File: config.mk
export PLATFORM = sky130hd
export DESIGN_NAME = mips_cpu_bus
export DESIGN_NICKNAME = d
export VERILOG_FILES = /design/src/mips_pkg.sv /design/src/mips_cpu_bus.sv /design/src/mips_pc_unit.sv /design/src/mips_alu.sv /design/src/mips_regfile.sv /design/src/mips_decoder.sv /design/src/mips_sequencer.sv
export VERILOG_INCLUDE_DIRS = /design/src /design/src/include
export SDC_FILE = /design/constraint.sdc
export NUM_CORES = 2
export LEC_CHECK = 0
export BUFFER_PORTS_ARGS = -buffer_cell sky130_fd_sc_hd__buf_2
export CELL_PAD_IN_SITES_DETAIL_PLACEMENT = 1
export CELL_PAD_IN_SITES_GLOBAL_PLACEMENT = 1
export CORE_UTILIZATION = 55
export CTS_CLUSTER_DIAMETER = 120
export CTS_CLUSTER_SIZE = 40
export DETAILED_ROUTE_END_ITERATION = 6
export PLACE_DENSITY_LB_ADDON = 0.1
export SETUP_SLACK_MARGIN = 0.02
export SYNTH_ARGS = -nofsm -noshare
export SYNTH_HDL_FRONTEND = slang
export SYNTH_SLANG_ARGS = --single-unit
export TNS_END_PERCENT = 10
File: constraint.sdc
create_clock -name clk -period 18.2 [get_ports clk]
set_input_delay 1.82 -clock clk [delete_from_list [all_inputs] [get_ports clk]]
set_output_delay 1.82 -clock clk [all_outputs]
set_load 0.1 [all_outputs]
File: src/include/mips_config.svh
`ifndef MIPS_CONFIG_SVH
`define MIPS_CONFIG_SVH

// datapath sizing
`define MIPS_WORD_W     32          // data, address and instruction width
`define MIPS_REG_COUNT  32          // general purpose registers

// fetch addresses
`define MIPS_RESET_VECTOR 32'hBFC0_0000  // boot rom entry
`define MIPS_HALT_ADDR    32'h0000_0000  // fetch from here stops the cpu

// only full-word transfers on the avalon port
`define MIPS_BYTEEN_ALL 4'b1111

// instruction field positions
`define MIPS_OP_HI    31            // opcode msb
`define MIPS_OP_LO    26            // opcode lsb
`define MIPS_FUNCT_HI 5             // r-type function msb
`define MIPS_FUNCT_LO 0             // r-type function lsb

`endif
File: src/mips_pkg.sv
`include "mips_config.svh"

package mips_pkg;

  typedef logic [`MIPS_WORD_W-1:0] word_t;               // data, address, instruction
  typedef logic [$clog2(`MIPS_REG_COUNT)-1:0] reg_idx_t; // register number

  // instruction sequencing
  typedef enum logic [2:0] {
    FETCH,        // instruction read at pc
    DECODE,       // one cycle, operands settle
    MEM_ACCESS,   // lw / sw data transfer
    EXEC,         // register write and pc update
    HALTED        // parked until reset
  } cpu_state_t;

  // kept primary opcodes
  typedef enum logic [5:0] {
    OP_RTYPE = 6'h00,
    OP_J     = 6'h02,
    OP_BEQ   = 6'h04,
    OP_BNE   = 6'h05,
    OP_ADDIU = 6'h09,
    OP_SLTI  = 6'h0A,
    OP_ANDI  = 6'h0C,
    OP_ORI   = 6'h0D,
    OP_XORI  = 6'h0E,
    OP_LUI   = 6'h0F,
    OP_LW    = 6'h23,
    OP_SW    = 6'h2B
  } opcode_t;

  // kept r-type function codes
  typedef enum logic [5:0] {
    FN_SLL  = 6'h00,
    FN_SRL  = 6'h02,
    FN_JR   = 6'h08,
    FN_ADDU = 6'h21,
    FN_SUBU = 6'h23,
    FN_AND  = 6'h24,
    FN_OR   = 6'h25,
    FN_XOR  = 6'h26,
    FN_SLT  = 6'h2A
  } funct_t;

  typedef enum logic [3:0] {
    ALU_ADD, ALU_SUB, ALU_AND, ALU_OR, ALU_XOR,
    ALU_SLT, ALU_SLL, ALU_SRL, ALU_LUI, ALU_PASS_B
  } alu_op_t;

  typedef enum logic {
    REG_DST_RT,   // i-type and loads write rt
    REG_DST_RD    // r-type writes rd
  } reg_dst_t;

endpackage

File: src/mips_cpu_bus.sv
`timescale 1ns/1ps

module mips_cpu_bus (
  input  logic            clk,
  input  logic            reset,
  output logic            active,
  output mips_pkg::word_t register_v0,

  // avalon master
  output mips_pkg::word_t address,
  output logic            write,
  output logic            read,
  input  logic            waitrequest,
  output mips_pkg::word_t writedata,
  output logic [3:0]      byteenable,
  input  mips_pkg::word_t readdata
);

  mips_pkg::word_t    instr;          // latched at fetch
  mips_pkg::word_t    load_data;      // latched in mem access
  mips_pkg::word_t    pc;
  mips_pkg::word_t    rs_data, rt_data;
  mips_pkg::word_t    alu_result, imm_ext;
  mips_pkg::word_t    reg_wdata;
  mips_pkg::reg_idx_t wr_idx;
  mips_pkg::alu_op_t  alu_op;
  mips_pkg::reg_dst_t reg_dst;
  logic exec_en;
  logic alu_src_imm, imm_zero_ext;
  logic reg_write, is_load, is_store;
  logic branch_eq, branch_ne, jump, jump_reg;

  // destination is rd for r-type, rt otherwise
  assign wr_idx    = (reg_dst == mips_pkg::REG_DST_RD) ? instr[15:11] : instr[20:16];
  assign reg_wdata = is_load ? load_data : alu_result;  // lw returns memory word

  mips_sequencer u_sequencer (
    .clk(clk), .reset(reset),
    .pc(pc), .mem_addr(alu_result), .store_data(rt_data),  // sw stores rt
    .is_load(is_load), .is_store(is_store),
    .waitrequest(waitrequest), .readdata(readdata),
    .address(address), .writedata(writedata),
    .read(read), .write(write), .byteenable(byteenable),
    .instr(instr), .load_data(load_data),
    .exec_en(exec_en), .active(active)
  );

  mips_decoder u_decoder (
    .instr(instr),
    .alu_op(alu_op), .alu_src_imm(alu_src_imm), .imm_zero_ext(imm_zero_ext),
    .reg_dst(reg_dst), .reg_write(reg_write),
    .is_load(is_load), .is_store(is_store),
    .branch_eq(branch_eq), .branch_ne(branch_ne),
    .jump(jump), .jump_reg(jump_reg)
  );

  mips_pc_unit u_pc_unit (
    .clk(clk), .reset(reset), .exec_en(exec_en),
    .branch_eq(branch_eq), .branch_ne(branch_ne), .jump(jump), .jump_reg(jump_reg),
    .rs_data(rs_data), .rt_data(rt_data), .imm_ext(imm_ext),
    .jump_index(instr[25:0]),       // j target index
    .pc(pc)
  );

  mips_regfile u_regfile (
    .clk(clk), .reset(reset), .exec_en(exec_en), .reg_write(reg_write),
    .rs(instr[25:21]), .rt(instr[20:16]), .rd(wr_idx),
    .wdata(reg_wdata),
    .rs_data(rs_data), .rt_data(rt_data), .register_v0(register_v0)
  );

  mips_alu u_alu (
    .alu_op(alu_op), .rs_data(rs_data), .rt_data(rt_data),
    .imm16(instr[15:0]), .shamt(instr[10:6]),
    .alu_src_imm(alu_src_imm), .imm_zero_ext(imm_zero_ext),
    .result(alu_result), .imm_ext(imm_ext)
  );

endmodule

File: src/mips_pc_unit.sv
`timescale 1ns/1ps
`include "mips_config.svh"

module mips_pc_unit (
  input  logic            clk,
  input  logic            reset,
  input  logic            exec_en,
  input  logic            branch_eq,
  input  logic            branch_ne,
  input  logic            jump,
  input  logic            jump_reg,
  input  mips_pkg::word_t rs_data,
  input  mips_pkg::word_t rt_data,
  input  mips_pkg::word_t imm_ext,      // sign extended offset
  input  logic [25:0]     jump_index,
  output mips_pkg::word_t pc
);

  mips_pkg::word_t pc_plus4;
  mips_pkg::word_t branch_target;
  mips_pkg::word_t jump_target;
  mips_pkg::word_t xfer_target;   // target of the current instruction
  mips_pkg::word_t target_hold;   // waits out the delay slot
  logic            cond_met;
  logic            taken;
  logic            delay;         // current instruction sits in a delay slot

  // pc still points at the executing instruction during exec
  assign pc_plus4      = pc + 32'd4;
  assign branch_target = pc_plus4 + {imm_ext[29:0], 2'b00};
  assign jump_target   = {pc_plus4[31:28], jump_index, 2'b00};  // same 256MB region

  assign cond_met = (branch_eq && (rs_data == rt_data)) ||
                    (branch_ne && (rs_data != rt_data));
  assign taken    = cond_met || jump || jump_reg;

  always_comb begin
    if (jump_reg) begin
      xfer_target = rs_data;          // jr target may be the halt address
    end else if (jump) begin
      xfer_target = jump_target;
    end else begin
      xfer_target = branch_target;
    end
  end

  always_ff @(posedge clk) begin
    if (reset) begin
      pc    <= `MIPS_RESET_VECTOR;
      delay <= 1'b0;
    end else if (exec_en) begin
      pc    <= delay ? target_hold : pc_plus4;  // redirect after the slot
      delay <= taken;
    end
  end

  // remember the target of a taken branch or jump
  always_ff @(posedge clk) begin
    if (exec_en && taken) target_hold <= xfer_target;
  end

endmodule

File: src/mips_alu.sv
`timescale 1ns/1ps

module mips_alu (
  input  mips_pkg::alu_op_t  alu_op,
  input  mips_pkg::word_t    rs_data,
  input  mips_pkg::word_t    rt_data,
  input  logic [15:0]        imm16,
  input  mips_pkg::reg_idx_t shamt,
  input  logic               alu_src_imm,
  input  logic               imm_zero_ext,
  output mips_pkg::word_t    result,
  output mips_pkg::word_t    imm_ext    // also feeds the branch offset
);

  mips_pkg::word_t op_b;

  // andi/ori/xori zero extend, everything else sign extends
  assign imm_ext = imm_zero_ext ? {16'h0000, imm16} : {{16{imm16[15]}}, imm16};
  assign op_b    = alu_src_imm ? imm_ext : rt_data;

  always_comb begin
    case (alu_op)
      mips_pkg::ALU_ADD:    result = rs_data + op_b;   // no overflow trap
      mips_pkg::ALU_SUB:    result = rs_data - op_b;
      mips_pkg::ALU_AND:    result = rs_data & op_b;
      mips_pkg::ALU_OR:     result = rs_data | op_b;
      mips_pkg::ALU_XOR:    result = rs_data ^ op_b;
      mips_pkg::ALU_SLT: begin
        result = '0;
        result[0] = $signed(rs_data) < $signed(op_b);
      end
      mips_pkg::ALU_SLL:    result = op_b << shamt;    // shifts act on rt
      mips_pkg::ALU_SRL:    result = op_b >> shamt;    // logical, zero fill
      mips_pkg::ALU_LUI:    result = {op_b[15:0], 16'h0000};
      mips_pkg::ALU_PASS_B: result = op_b;
      default:              result = op_b;
    endcase
  end

endmodule

File: src/mips_regfile.sv
`timescale 1ns/1ps
`include "mips_config.svh"

module mips_regfile (
  input  logic               clk,
  input  logic               reset,
  input  logic               exec_en,
  input  logic               reg_write,
  input  mips_pkg::reg_idx_t rs,
  input  mips_pkg::reg_idx_t rt,
  input  mips_pkg::reg_idx_t rd,        // write destination
  input  mips_pkg::word_t    wdata,
  output mips_pkg::word_t    rs_data,
  output mips_pkg::word_t    rt_data,
  output mips_pkg::word_t    register_v0
);

  mips_pkg::word_t regs [`MIPS_REG_COUNT];

  // combinational read ports
  assign rs_data     = regs[rs];
  assign rt_data     = regs[rt];
  assign register_v0 = regs[2];     // $v0

  always_ff @(posedge clk) begin
    if (reset) begin
      for (int i = 0; i < `MIPS_REG_COUNT; i++) begin
        regs[i] <= '0;
      end
    end else if (exec_en && reg_write && (rd != '0)) begin
      regs[rd] <= wdata;            // $zero stays zero
    end
  end

endmodule

File: src/mips_decoder.sv
`timescale 1ns/1ps
`include "mips_config.svh"

module mips_decoder (
  input  mips_pkg::word_t    instr,
  output mips_pkg::alu_op_t  alu_op,
  output logic               alu_src_imm,    // operand b from immediate
  output logic               imm_zero_ext,   // logical immediates
  output mips_pkg::reg_dst_t reg_dst,
  output logic               reg_write,
  output logic               is_load,
  output logic               is_store,
  output logic               branch_eq,
  output logic               branch_ne,
  output logic               jump,
  output logic               jump_reg
);

  mips_pkg::opcode_t opcode;
  mips_pkg::funct_t  funct;

  assign opcode = mips_pkg::opcode_t'(instr[`MIPS_OP_HI:`MIPS_OP_LO]);
  assign funct  = mips_pkg::funct_t'(instr[`MIPS_FUNCT_HI:`MIPS_FUNCT_LO]);

  always_comb begin
    // anything not matched below falls through as a no-op
    alu_op       = mips_pkg::ALU_PASS_B;
    alu_src_imm  = 1'b0;
    imm_zero_ext = 1'b0;
    reg_dst      = mips_pkg::REG_DST_RT;
    reg_write    = 1'b0;
    is_load      = 1'b0;
    is_store     = 1'b0;
    branch_eq    = 1'b0;
    branch_ne    = 1'b0;
    jump         = 1'b0;
    jump_reg     = 1'b0;

    case (opcode)
      mips_pkg::OP_RTYPE: begin
        reg_dst   = mips_pkg::REG_DST_RD;
        reg_write = 1'b1;
        case (funct)
          mips_pkg::FN_ADDU: alu_op = mips_pkg::ALU_ADD;
          mips_pkg::FN_SUBU: alu_op = mips_pkg::ALU_SUB;
          mips_pkg::FN_AND:  alu_op = mips_pkg::ALU_AND;
          mips_pkg::FN_OR:   alu_op = mips_pkg::ALU_OR;
          mips_pkg::FN_XOR:  alu_op = mips_pkg::ALU_XOR;
          mips_pkg::FN_SLT:  alu_op = mips_pkg::ALU_SLT;
          mips_pkg::FN_SLL:  alu_op = mips_pkg::ALU_SLL;   // also the canonical nop
          mips_pkg::FN_SRL:  alu_op = mips_pkg::ALU_SRL;
          mips_pkg::FN_JR: begin
            reg_write = 1'b0;
            jump_reg  = 1'b1;
          end
          default: reg_write = 1'b0;
        endcase
      end
      mips_pkg::OP_ADDIU, mips_pkg::OP_SLTI, mips_pkg::OP_LUI,
      mips_pkg::OP_ANDI, mips_pkg::OP_ORI, mips_pkg::OP_XORI: begin
        alu_src_imm = 1'b1;
        reg_write   = 1'b1;
        case (opcode)
          mips_pkg::OP_ADDIU: alu_op = mips_pkg::ALU_ADD;
          mips_pkg::OP_SLTI:  alu_op = mips_pkg::ALU_SLT;   // signed compare, sign ext
          mips_pkg::OP_LUI:   alu_op = mips_pkg::ALU_LUI;
          mips_pkg::OP_ANDI:  alu_op = mips_pkg::ALU_AND;
          mips_pkg::OP_ORI:   alu_op = mips_pkg::ALU_OR;
          default:            alu_op = mips_pkg::ALU_XOR;
        endcase
        imm_zero_ext = (opcode == mips_pkg::OP_ANDI) || (opcode == mips_pkg::OP_ORI) ||
                       (opcode == mips_pkg::OP_XORI);
      end
      mips_pkg::OP_LW: begin
        alu_op      = mips_pkg::ALU_ADD;  // base + offset
        alu_src_imm = 1'b1;
        reg_write   = 1'b1;
        is_load     = 1'b1;
      end
      mips_pkg::OP_SW: begin
        alu_op      = mips_pkg::ALU_ADD;
        alu_src_imm = 1'b1;
        is_store    = 1'b1;
      end
      mips_pkg::OP_BEQ: branch_eq = 1'b1;
      mips_pkg::OP_BNE: branch_ne = 1'b1;
      mips_pkg::OP_J:   jump      = 1'b1;
      default: ;
    endcase
  end

endmodule

File: src/mips_sequencer.sv
`timescale 1ns/1ps
`include "mips_config.svh"

module mips_sequencer (
  input  logic            clk,
  input  logic            reset,
  input  mips_pkg::word_t pc,
  input  mips_pkg::word_t mem_addr,     // alu effective address
  input  mips_pkg::word_t store_data,
  input  logic            is_load,
  input  logic            is_store,
  input  logic            waitrequest,
  input  mips_pkg::word_t readdata,
  output mips_pkg::word_t address,
  output mips_pkg::word_t writedata,
  output logic            read,
  output logic            write,
  output logic [3:0]      byteenable,
  output mips_pkg::word_t instr,
  output mips_pkg::word_t load_data,
  output logic            exec_en,
  output logic            active
);

  mips_pkg::cpu_state_t state;
  logic start_pending;  // bus stays idle in the first cycle out of reset
  logic at_halt;
  logic fetch_req;
  logic data_req;

  assign at_halt   = (pc == `MIPS_HALT_ADDR);
  assign fetch_req = (state == mips_pkg::FETCH) && !start_pending && !at_halt;
  assign data_req  = (state == mips_pkg::MEM_ACCESS);

  // pc during fetch, word aligned data address during mem access
  assign address    = data_req ? {mem_addr[`MIPS_WORD_W-1:2], 2'b00} : pc;
  assign read       = fetch_req | (data_req & is_load);
  assign write      = data_req & is_store;   // never together with read
  assign writedata  = store_data;            // rt is stable until exec
  assign byteenable = `MIPS_BYTEEN_ALL;
  assign exec_en    = (state == mips_pkg::EXEC);

  always_ff @(posedge clk) begin
    if (reset) begin
      state         <= mips_pkg::FETCH;
      start_pending <= 1'b1;
      active        <= 1'b1;
    end else begin
      case (state)
        mips_pkg::FETCH: begin
          if (start_pending) begin
            start_pending <= 1'b0;
          end else if (at_halt) begin     // jumped to address zero
            state  <= mips_pkg::HALTED;
            active <= 1'b0;
          end else if (!waitrequest) begin
            state <= mips_pkg::DECODE;
          end
        end
        mips_pkg::DECODE:
          state <= (is_load || is_store) ? mips_pkg::MEM_ACCESS : mips_pkg::EXEC;
        mips_pkg::MEM_ACCESS:
          if (!waitrequest) state <= mips_pkg::EXEC;  // hold under back-pressure
        mips_pkg::EXEC:   state <= mips_pkg::FETCH;
        mips_pkg::HALTED: state <= mips_pkg::HALTED;  // only reset leaves
        default:          state <= mips_pkg::FETCH;
      endcase
    end
  end

  // instruction and data registers
  always_ff @(posedge clk) begin
    if (fetch_req && !waitrequest) instr <= readdata;
    if (data_req && is_load && !waitrequest) load_data <= readdata;
  end

endmodule

==> metrics.md <==
| Metric | Value |
|---|---|
| Post-route DRC violation count | `4` |
| Post-CTS resize count | `0` |
| Flops & latches, synth | `1,168` |
| Fin nets | `6,526` |
| Util after Layout | `58.80%` |
| Setup TNS | `0 ns` |
| GPL Wtd Cong | `1.110` |
| Register area | `34,610 sq um` |
| Port Buf Inserts | `133` |
| Vias in the first global route | `67,280` |
| Max cap viols | `1` |
| Layout cells sized above 1 | `16.02%` |
| Post-synthesis xor/xnor area fraction | `1.489%` |
| Worst skew pair latency | `0.75 ns` |
| Slew margin rel. | `-10.06%` |
| Mean Syn Cell Area | `11.08 sq um` |
| Actual slew at the worst max-slew pin | `1.651 ns` |
| Setup ws final | `5.913 ns` |
| Num CTS Buffers | `37` |
| Starting DRT DRC Count | `13,390` |
| Die width | `364.7 um` |
| DP Area | `75,200 sq um` |
| Main combinational cell family by area after synthesis | `multiplexers` |
| Cts hold-fix bufs | `0` |
| Fill count | `13,420` |
| DR vias | `67,870` |
| Most common cell after layout, fill and taps aside | `nor2_1` |
| Global-route wire length before repair | `532,200 um` |
| ANT nets after route | `0` |
| Synth Area in Adders | `1.733%` |
| Worst hold stages | `1` |
| Final slew viol count | `3` |
| # IOs | `138` |
| Syn. warnings | `0` |
| VDD IR-drop max | `0.00008859 V` |
| Placed cell count | `8,095` |
| Commonest register cell after synthesis | `edfxtp_1` |
| Fin. Hold Viols | `0` |
| CP max FO | `58` |
| CP Data Arrival Time | `10.47 ns` |
| Layout area overhead | `5.623%` |
| Post-synthesis mux area share | `18.69%` |
| Min-Delay Path Class | `register to register` |
| First drt pass iteration count | `7` |
| Total setup buffers inserted after CTS | `0` |
| PD cells | `124.2 nW/um^2` |
| Post-synth cell types | `99` |
| Initial Util | `55.67%` |
| CP required | `16.38 ns` |
| Area occupied by multi-input gates | `35,200 sq um` |
| Die H | `364.7 um` |
| Finished Cell Area | `76,430 sq um` |
| Largest net degree at the start of global routing | `136` |
| Most frequent cells in the layout | `nor2_1 (1,196), edfxtp_1 (1,120), mux2i_1 (640)` |
| Failing checks | `DRC, capacitance limit, slew limit` |
| Mapped Area | `72,360 sq um` |
| CTS Sinks | `1,168` |
| Unrepaired setup endpoints after global routing | `false` |
| Synth async-reset ratio | `0%` |
| CP startpoint kind | `register` |
| Synth Area in Simple Gates | `12.70%` |
| Count of flip-flops with a built-in enable after synthesis | `1,120` |
| Clk pin slew, worst setup/hold paths | `0.15 ns` |
| Worst Hold Launch | `u_sequencer.active` |
| Post-synthesis compound-gate area fraction | `13.02%` |
| Row count | `132` |
| Tmin final | `12.29 ns` |
| Die area | `133,000 sq um` |
| Core ar. | `130,000 sq um` |
| CTS root buffer | `clkbuf_16` |
| Setup WS pre-CTS | `7.452 ns` |
| Mapped Cells | `6,531` |
| Count of endpoints failing setup in the final report | `0` |
| Worst reg2reg path depth | `23` |
| Non-Filler Instances | `8,174` |
| Clk_skew | `0.06562 ns` |
| Number of H-tree levels | `2` |
| Fin crit share | `67.51%` |
| Mean routed wirelength per cell | `47.70 um` |
| Tot Pwr | `9.493 mW` |
| DRT Wirelength | `389,900 um` |
| Worst setup EP type | `primary output` |
| Initial antenna violation count | `42` |
| CTS Buffer Depth | `3` |
| Post-DP HPWL | `250,900 um` |
| Total global routing track utilization | `57.80%` |
| Post-synthesis sequential area ratio | `47.81%` |
| Worst hold slack | `0.4770 ns` |
| Leakage power | `28.04 nW` |
| Outcome | `finished with violations` |
| CTS tree | `built` |
| Via density | `8.303` |
| Gr ovfl total | `0` |
| Crit path kind | `register to primary output` |
| FMAX | `81.39 MHz` |
power by group:
part           leakage [nW]  internal [mW]  switching (mW)  total, mW
registers              11.8           3.04           0.124       3.17
logic                  15.7           1.35            3.67       5.02
clock network         0.556          0.411           0.896       1.31
path summary, 6_finish.rpt:
| kind | endpoint | slack [ns] |
|---|---|---|
| max | address[27] | 5.91 |
| min | u_sequencer.active | 0.48 |
| max reg2reg | u_regfile.regs[2][17] | 7.59 |
| min reg2reg | u_sequencer.active | 0.48 |
critical path, cell delays in order (launching register included):
cell and delay, ns:
dfxtp_1 0.36, buf_4 0.41, nor2b_4 0.23, buf_4 0.52, buf_4 0.56, buf_4 0.83, a22oi_1 0.16, a21oi_1 0.41
nor4_4 0.11, buf_4 0.23, a21oi_1 0.74, ha_1 0.43, inv_1 0.15, a221oi_1 0.61, o221ai_1 0.21, a221oi_1 0.58
o22ai_1 0.21, a21oi_1 0.41, a211oi_1 0.28, nor2_2 0.45, o211ai_1 0.20, xnor2_1 0.18, o211ai_1 0.57, o21a_1 0.21
buf_2 0.43
sequential cells by signal (all words and copies together) (netlist names), named ones only:
name	flops
u_pc_unit.delay	1
u_sequencer.state	3
u_pc_unit.pc	32
u_regfile.regs	1024
u_sequencer.active	1
u_sequencer.start_pending	1
u_sequencer.instr	32
u_pc_unit.target_hold	32
u_sequencer.load_data	32
layout make-up:
type                       count  share of cell area (%)
multi-input combinational   4665                   46.06
sequential                  1168                   45.29
timing repair buffer         408                   3.644
tap                         1742                   2.852
clock buffer                  40                   1.226
inverter                     112                  0.5501
clock inverter                12                  0.2914
antenna                       27                 0.08840
routing by layer:
layer / vias up / wire length [um] / GRT usage (%)
met5: - / 321 / 0.5810
met4: 36 / 46920 / 54.43
met2: 8044 / 159300 / 81.09
met3: 2796 / 63950 / 26.02
met1: 32680 / 119400 / 65.13
li1: 24320 / - / -
logic make-up after synthesis:
kind of cell,after synthesis
mux,970
simple gates,2075
xor+xnor,123
compound gates,1362
fa+ha+maj,99
other cells,2
flops,1168
buf+inv,732
synthesized netlist by cell type (20+ instances only):
master,count,share of area (%)
nor2_1,1203,6.2
edfxtp_1,1120,46
mux2i_1,649,9.0
clkbuf_1,361,1.9
a21oi_1,354,2.4
nand2_1,347,1.8
a22oi_1,321,3.3
mux4_2,303,9.4
buf_2,139,0.96
o21ai_0,119,0.82
nand3_1,106,0.73
inv_1,103,0.53
ha_1,97,1.7
xnor2_1,93,1.1
nor3_1,87,0.60
a221oi_1,57,0.69
a211oi_1,54,0.56
o22ai_1,53,0.46
buf_1,51,0.26
dfxtp_1,48,1.3
nand2b_1,47,0.41
a21o_1,45,0.47
o211ai_1,43,0.45
buf_4,37,0.38
nor4_1,35,0.30
buf_6,32,0.50
nor2_2,31,0.27
xor2_1,30,0.36
and2_1,28,0.24
o21a_1,28,0.29
a31oi_1,26,0.22
nand4_1,26,0.22
o221ai_1,25,0.30
and3_1,24,0.21
nor2b_1,21,0.18
o31ai_1,21,0.22
or3_1,21,0.18
a22o_1,20,0.24
(Power assumes the default switching activity.)
